<file path="config.mk">
export PLATFORM = sky130hd
export DESIGN_NAME = vec_regfile_flat
export DESIGN_NICKNAME = d
export VERILOG_FILES = /design/src/common/vstq_pkg.sv /design/src/common/vstq_ifs.sv /design/src/source/vec_regfile.sv /design/src/flat_wrapper.sv
export VERILOG_INCLUDE_DIRS = /design/src /design/src/common
export SDC_FILE = /design/constraint.sdc
export NUM_CORES = 2
export LEC_CHECK = 0
export BUFFER_PORTS_ARGS = -buffer_cell sky130_fd_sc_hd__buf_4
export CAP_MARGIN = 20
export CELL_PAD_IN_SITES_DETAIL_PLACEMENT = 1
export CELL_PAD_IN_SITES_GLOBAL_PLACEMENT = 2
export CORE_UTILIZATION = 55
export CTS_BUF_LIST = sky130_fd_sc_hd__clkbuf_4
export CTS_CLUSTER_DIAMETER = 30
export CTS_CLUSTER_SIZE = 16
export DETAILED_ROUTE_END_ITERATION = 6
export PLACE_DENSITY_LB_ADDON = 0.1
export SKIP_CTS_REPAIR_TIMING = 1
export SYNTH_ARGS = -nofsm -noshare
export SYNTH_HDL_FRONTEND = slang
export SYNTH_SLANG_ARGS = --single-unit
</file>
<file path="constraint.sdc">
create_clock -name i_clk -period 2.6 [get_ports i_clk]
set_clock_uncertainty 0.1 [all_clocks]
set_input_delay 0.13 -clock i_clk [delete_from_list [all_inputs] [get_ports i_clk]]
set_output_delay 0.13 -clock i_clk [all_outputs]
set_load 0.02 [all_outputs]
</file>
<file path="src/common/vstq_defines.svh">
// Queue sizes; BANKS and ENTRIES must be powers of two, DLEN_W a multiple of 8
`ifndef VSTQ_DEFINES_SVH
`define VSTQ_DEFINES_SVH

`define VSTQ_BANKS    2
`define VSTQ_ENTRIES  4

`define VSTQ_PADDR_W  32
`define VSTQ_DLEN_W   128
`define VSTQ_ID_W     5     // Index bits plus wrap bit

`define VSTQ_VREG_N   8
`define VSTQ_POS_W    1     // Two lines per register

`endif

</file>
<file path="src/common/vstq_pkg.sv">
// Ids carry a wrap bit on top; age compares hold only within half the id space
`include "vstq_defines.svh"

package vstq_pkg;

  localparam int PADDR_W  = `VSTQ_PADDR_W;
  localparam int ID_W     = `VSTQ_ID_W;
  localparam int BANK_W   = $clog2(`VSTQ_BANKS);
  localparam int ENT_W    = $clog2(`VSTQ_ENTRIES);
  localparam int BANK_LSB = $clog2(`VSTQ_DLEN_W / 8);  // Byte offset in a line
  localparam int LINE_LSB = BANK_LSB + BANK_W;
  localparam int WB_ADR_W = PADDR_W - BANK_LSB;

  typedef logic [ID_W-1:0]                 cmt_id_t;
  typedef logic [PADDR_W-1:0]              paddr_t;
  typedef logic [PADDR_W-1:LINE_LSB]       line_addr_t;
  typedef logic [`VSTQ_DLEN_W-1:0]         dlen_data_t;
  typedef logic [`VSTQ_DLEN_W/8-1:0]       dlen_strb_t;
  typedef logic [$clog2(`VSTQ_VREG_N)-1:0] vreg_idx_t;
  typedef logic [`VSTQ_POS_W-1:0]          vec_pos_t;

  typedef struct packed {
    logic [BANK_W-1:0] bank;
    logic [ENT_W-1:0]  idx;
  } entry_tag_t;

  typedef enum logic [2:0] {
    IDLE        = 3'd0,
    WAIT_COMMIT = 3'd1,
    READ_VS3    = 3'd2,
    DRAIN       = 3'd3,
    FINISH      = 3'd4
  } vstq_state_t;

  typedef struct packed {
    cmt_id_t    cmt_id;
    vreg_idx_t  vs3_idx;
    vec_pos_t   vs3_pos;
    dlen_strb_t strb;
    line_addr_t line_addr;
  } vstq_entry_t;

  typedef struct packed {
    vstq_entry_t      entry;
    logic [ENT_W-1:0] idx;
  } vstq_cand_t;

  // True when id0 is older than id1
  function automatic logic id_is_older(cmt_id_t id0, cmt_id_t id1);
    logic wrapped;
    wrapped = id0[ID_W-1] ^ id1[ID_W-1];
    return wrapped ? (id0[ID_W-2:0] > id1[ID_W-2:0]) : (id0[ID_W-2:0] < id1[ID_W-2:0]);
  endfunction

endpackage

</file>
<file path="src/common/vstq_ifs.sv">


interface vs3_rd_if
  import vstq_pkg::*;
();
  logic       valid;
  vreg_idx_t  idx;
  vec_pos_t   pos;
  dlen_data_t data;   // Valid one cycle after the request

  modport req (output valid, idx, pos, input  data);
  modport rsp (input  valid, idx, pos, output data);
endinterface

</file>
<file path="src/source/vec_regfile.sv">
// Read data is registered and held until the next read; a same-line write returns old data
`timescale 1ns/10ps
`include "vstq_defines.svh"

module vec_regfile
  import vstq_pkg::*;
(
  input  logic       i_clk,
  input  logic       i_reset_n,
  input  logic       i_we,
  input  vreg_idx_t  i_widx,
  input  vec_pos_t   i_wpos,
  input  dlen_data_t i_wdata,
  vs3_rd_if.rsp      rd
);

  localparam int LINES = 1 << `VSTQ_POS_W;

  dlen_data_t r_mem [`VSTQ_VREG_N][LINES];
  dlen_data_t r_rdata;

  always_ff @(posedge i_clk) begin
    if (i_we) r_mem[i_widx][i_wpos] <= i_wdata;
  end

  always_ff @(posedge i_clk or negedge i_reset_n) begin
    if (!i_reset_n) begin
      r_rdata <= '0;
    end else if (rd.valid) begin
      r_rdata <= r_mem[rd.idx][rd.pos];
    end
  end

  assign rd.data = r_rdata;

endmodule

</file>
<file path="src/flat_wrapper.sv">
// flat-port wrapper written by rule: the top's interface ports become plain ports
module vec_regfile_flat import vstq_pkg::*;
  (i_clk, i_reset_n, i_we, i_widx, i_wpos, i_wdata, rd_valid, rd_idx, rd_pos, rd_data);
  vs3_rd_if rd_i ();
  input  logic i_clk;
  input  logic i_reset_n;
  input  logic i_we;
  input  vreg_idx_t i_widx;
  input  vec_pos_t i_wpos;
  input  dlen_data_t i_wdata;
  input wire logic [$bits(rd_i.valid)-1:0] rd_valid;
  input wire logic [$bits(rd_i.idx)-1:0] rd_idx;
  input wire logic [$bits(rd_i.pos)-1:0] rd_pos;
  output wire logic [$bits(rd_i.data)-1:0] rd_data;
  assign rd_i.valid = rd_valid;
  assign rd_i.idx = rd_idx;
  assign rd_i.pos = rd_pos;
  assign rd_data = rd_i.data;
  vec_regfile u_core (.i_clk(i_clk), .i_reset_n(i_reset_n), .i_we(i_we), .i_widx(i_widx), .i_wpos(i_wpos), .i_wdata(i_wdata), .rd(rd_i));
endmodule
</file>
==> flow_metrics.py <==
metrics = {
    "logic_synthesis": {
        "avgSynthCellArea_um2": 22.1,
        "ys_types": 28,
        "ys_seq_area_frac": 0.792,
        "synth-async-reset-ratio": 0.0588,
        "syn_inst": 3696,
        "synth_area_um2": 81700,
        "synth_fp_nets": 3836,
        "ys_ff_latch": 2176,
        "synth-edff-count": 2048,
        "synthFlopType": "edfxtp_1",
        "yosys_warnings": 0,
    },
    "clock_tree": {
        "cts_root_buf": "clkbuf_4",
        "cts.sinks": 2176,
        "cts_made_buffers": 422,
        "h-tree-depth": 5,
        "clockBufferDepth": 4,
        "cts_tree": "yes",
        "clock_latency_ns": 1.41,
        "clk_pin_slew_ns": 0.09,
    },
    "worst_setup_path": {
        "start_kind": "input port",
        "crit_top_cell": "dlygate4sd3_1",
        "arrival_ns": 3.56,
        "cp_cell_sequence": "dlygate4sd3_1 -> buf_4 -> dlygate4sd3_1 -> or3b_4 -> nor3_4 -> dlygate4sd3_1 -> buf_4 -> dlygate4sd3_1",
        "crit_required_ns": 3.56,
        "slowest_delay_ns": 0.65,
        "crit_type": "in2reg",
        "crit_path_max_fanout": 6,
        "cp-end-kind": "register",
        "crit_path_top_delay_cell": "dlygate4sd3_1",
        "critPathBufInv": 6,
        "path_delay_family": "buffers and inverters",
    },
    "timing": {
        "period_needed_ns": 2.60,
        "max_clock_freq_mhz": 384,
        "tightest_slew_ns": 0.950,
        "whs_ns": 0.0568,
        "fin_ws_ns": -0.00187,
        "min_period_over_period": 1.00,
        "maxSlewViolCount": 0,
        "hold_violations": 0,
        "rsz0062_at_grt": "false",
        "max_slew_margin": 0.367,
        "finalSetupViolations": 1,
    },
    "layout": {
        "drive_gt1_frac": 0.315,
        "final_util": 0.663,
        "num-nets-final": 4789,
        "syn_to_final_growth_pct": 19.9,
    },
    "floorplanning": {
        "die_h_um": 387,
        "initial_core_util": 0.553,
        "core_um2": 148000,
        "die-area_um2": 150000,
        "io_pins": 268,
        "floorplan.rows": 141,
        "die_x_um": 387,
    },
    "global_routing": {
        "grt_pass1_vias": 45200,
        "grt_pass1_wl_um": 303000,
        "overflow": 0,
        "grtUsageTotal": 0.282,
        "grt_max_degree": 124,
        "antenna_found_initial": 13,
    },
    "routing": {
        "wirelength_um": 216000,
        "drt_iter0_drc": 4032,
        "dr.pass1.iters": 5,
        "drc": 0,
        "ant_nets": 0,
        "routedWlPerCell_um": 31.1,
        "vias_per_cell": 6.15,
        "vias": 42700,
    },
    "run": {
        "max-cap-violations": 0,
    },
    "power": {
        "ir_drop_mv": 0.587,
        "p_switching_mw": 17.7,
        "swShare": 0.231,
        "power.leakage_nw": 33.3,
        "power_density_nw_per_um2": 780,
        "seqPwrFrac": 0.520,
        "p_comb_frac": 0.067,
        "p_int_mw": 58.7,
        "clkPwrFrac": 0.413,
    },
    "place": {
        "io_buffers": 267,
        "hpwl_um": 117000,
        "gp_congestion": 0.773,
    },
    "run_status": {
        "outcome": "finished with violations",
        "violations": "negative setup slack",
    },
    "min_path": {
        "hold_path_class": "in2reg",
    },
}
[worst reg2reg max path, stage by stage (launching register included)]
cell           delay [ns]
edfxtp_1             0.41
mux4_2               0.50
mux2i_1              0.18
dlygate4sd3_1        0.59
a21oi_1              0.07
dlygate4sd3_1        0.57
[Yosys cell counts, types with 3 or more instances]
library cell | count | area, um2
a221oi_2 | 10 | 150
nand2_1 | 3 | 11.3
a221oi_1 | 41 | 359
nand2b_1 | 7 | 43.8
buf_6 | 34 | 383
buf_2 | 51 | 255
edfxtp_1 | 2048 | 61500
or2_2 | 3 | 18.8
buf_4 | 52 | 390
o22ai_1 | 195 | 1220
buf_1 | 7 | 26.3
a21oi_1 | 77 | 385
mux2i_1 | 436 | 4360
o32ai_1 | 77 | 674
mux4_2 | 358 | 8060
dfrtp_1 | 128 | 3200
o21ai_1 | 7 | 35.0
nor2_1 | 73 | 274
clkbuf_1 | 72 | 270
o21ai_0 | 3 | 15.0
nor3_1 | 4 | 20.0
[stage by stage]
step                TNS (ns)  setup slack, ns  instance area, um2  power [mW]  instances
floorplan           -1330.43            -1.62               81900        42.9       3696
global placement           0            0.490               87600        45.0       5854
detailed placement         0            0.403               87600        45.2       5854
CTS                        0           0.0806               94900        76.6       6625
global route               0          0.00775               98000        78.7       6936
finish              -0.00187         -0.00187               98000        76.4       6941
[worst paths after layout]
kind                                            from                    to  slack (ns)  depth (start not counted)
min in group asynchronous                  i_reset_n   u_core.rd.data[109]        0.31                          5
worst min-delay path                        rd_valid    u_core.rd.data[21]        0.06                          6
worst max register to register  u_core.r_mem[3][101]   u_core.rd.data[101]        0.08                          5
max in group asynchronous                  i_reset_n     u_core.rd.data[9]        1.25                          6
worst max-delay path                       i_widx[1]  u_core.r_mem[0][189]      -0.002                          8
worst min register to register    u_core.rd.data[51]    u_core.rd.data[51]        0.48                          2
[power groups by stage]
| stage | Combinational [mW] | Sequential (mW) | Clock, mW |
|---|---|---|---|
| global placement | 4.55 | 40.4 | 0 |
| detailed placement | 4.72 | 40.5 | 0 |
| global route | 5.40 | 39.8 | 33.5 |
| floorplan | 2.24 | 40.6 | 0 |
| finish | 5.13 | 39.7 | 31.5 |
| CTS | 4.73 | 39.7 | 32.1 |
[area by class of cell]
class,instances,area (um2)
Antenna cell,15,37.5
Clock buffer,482,3620
Clock inverter,289,3670
Fill cell,12000,49700
Multi-Input combinational cell,1301,15900
Sequential cell,2176,64700
Tap cell,1930,2410
Timing Repair Buffer,748,7660
[logic make-up (layout without fill, tap and decap cells)]
kind of cell           count (synthesis)  in the layout  share of synthesized area
buffers and inverters                219           1519                     0.0164
and+or+nand+nor                       97             97                    0.00508
DFF                                 2176           2176                      0.792
other                                  0             15                          0
muxes                                794            794                      0.152
AOI/OAI and AO/OA                    410            410                     0.0347
[routing by layer]
| metal | track usage | up-vias | wire, um |
|---|---|---|---|
| li1 | - | 17800 | - |
| met1 | 0.367 | 22700 | 86700 |
| met2 | 0.474 | 1827 | 110000 |
| met3 | 0.0633 | 313 | 14700 |
| met4 | 0.0930 | 12 | 4610 |
| met5 | 0 | - | 80 |
[state kept, by name, summed over array words and instances, names as in the netlist]
register,count
u_core.rd.data,128
u_core.r_mem,2048
[layout by cell type, fill, tap and decap left out, types with 3 or more instances in the layout]
master         count
mux2i_1          436
o21ai_0            3
clkinv_4          27
inv_8              3
clkinv_2          64
nor2_1            61
inv_2              5
edfxtp_1        2048
nand2b_1           3
inv_6             22
nor3_4             4
o22ai_1          195
o21ai_1            7
clkinvlp_4        49
buf_12            99
o32ai_1           77
a221oi_2          10
mux4_2           358
bufinv_16         78
a21oi_1           77
dlygate4sd3_1    300
nor2_4            12
clkinv_1          41
buf_4            342
clkbuf_4         482
diode_2           15
dfrtp_1          128
a221oi_1          41
Note: power is estimated with default switching activity, not from simulation.
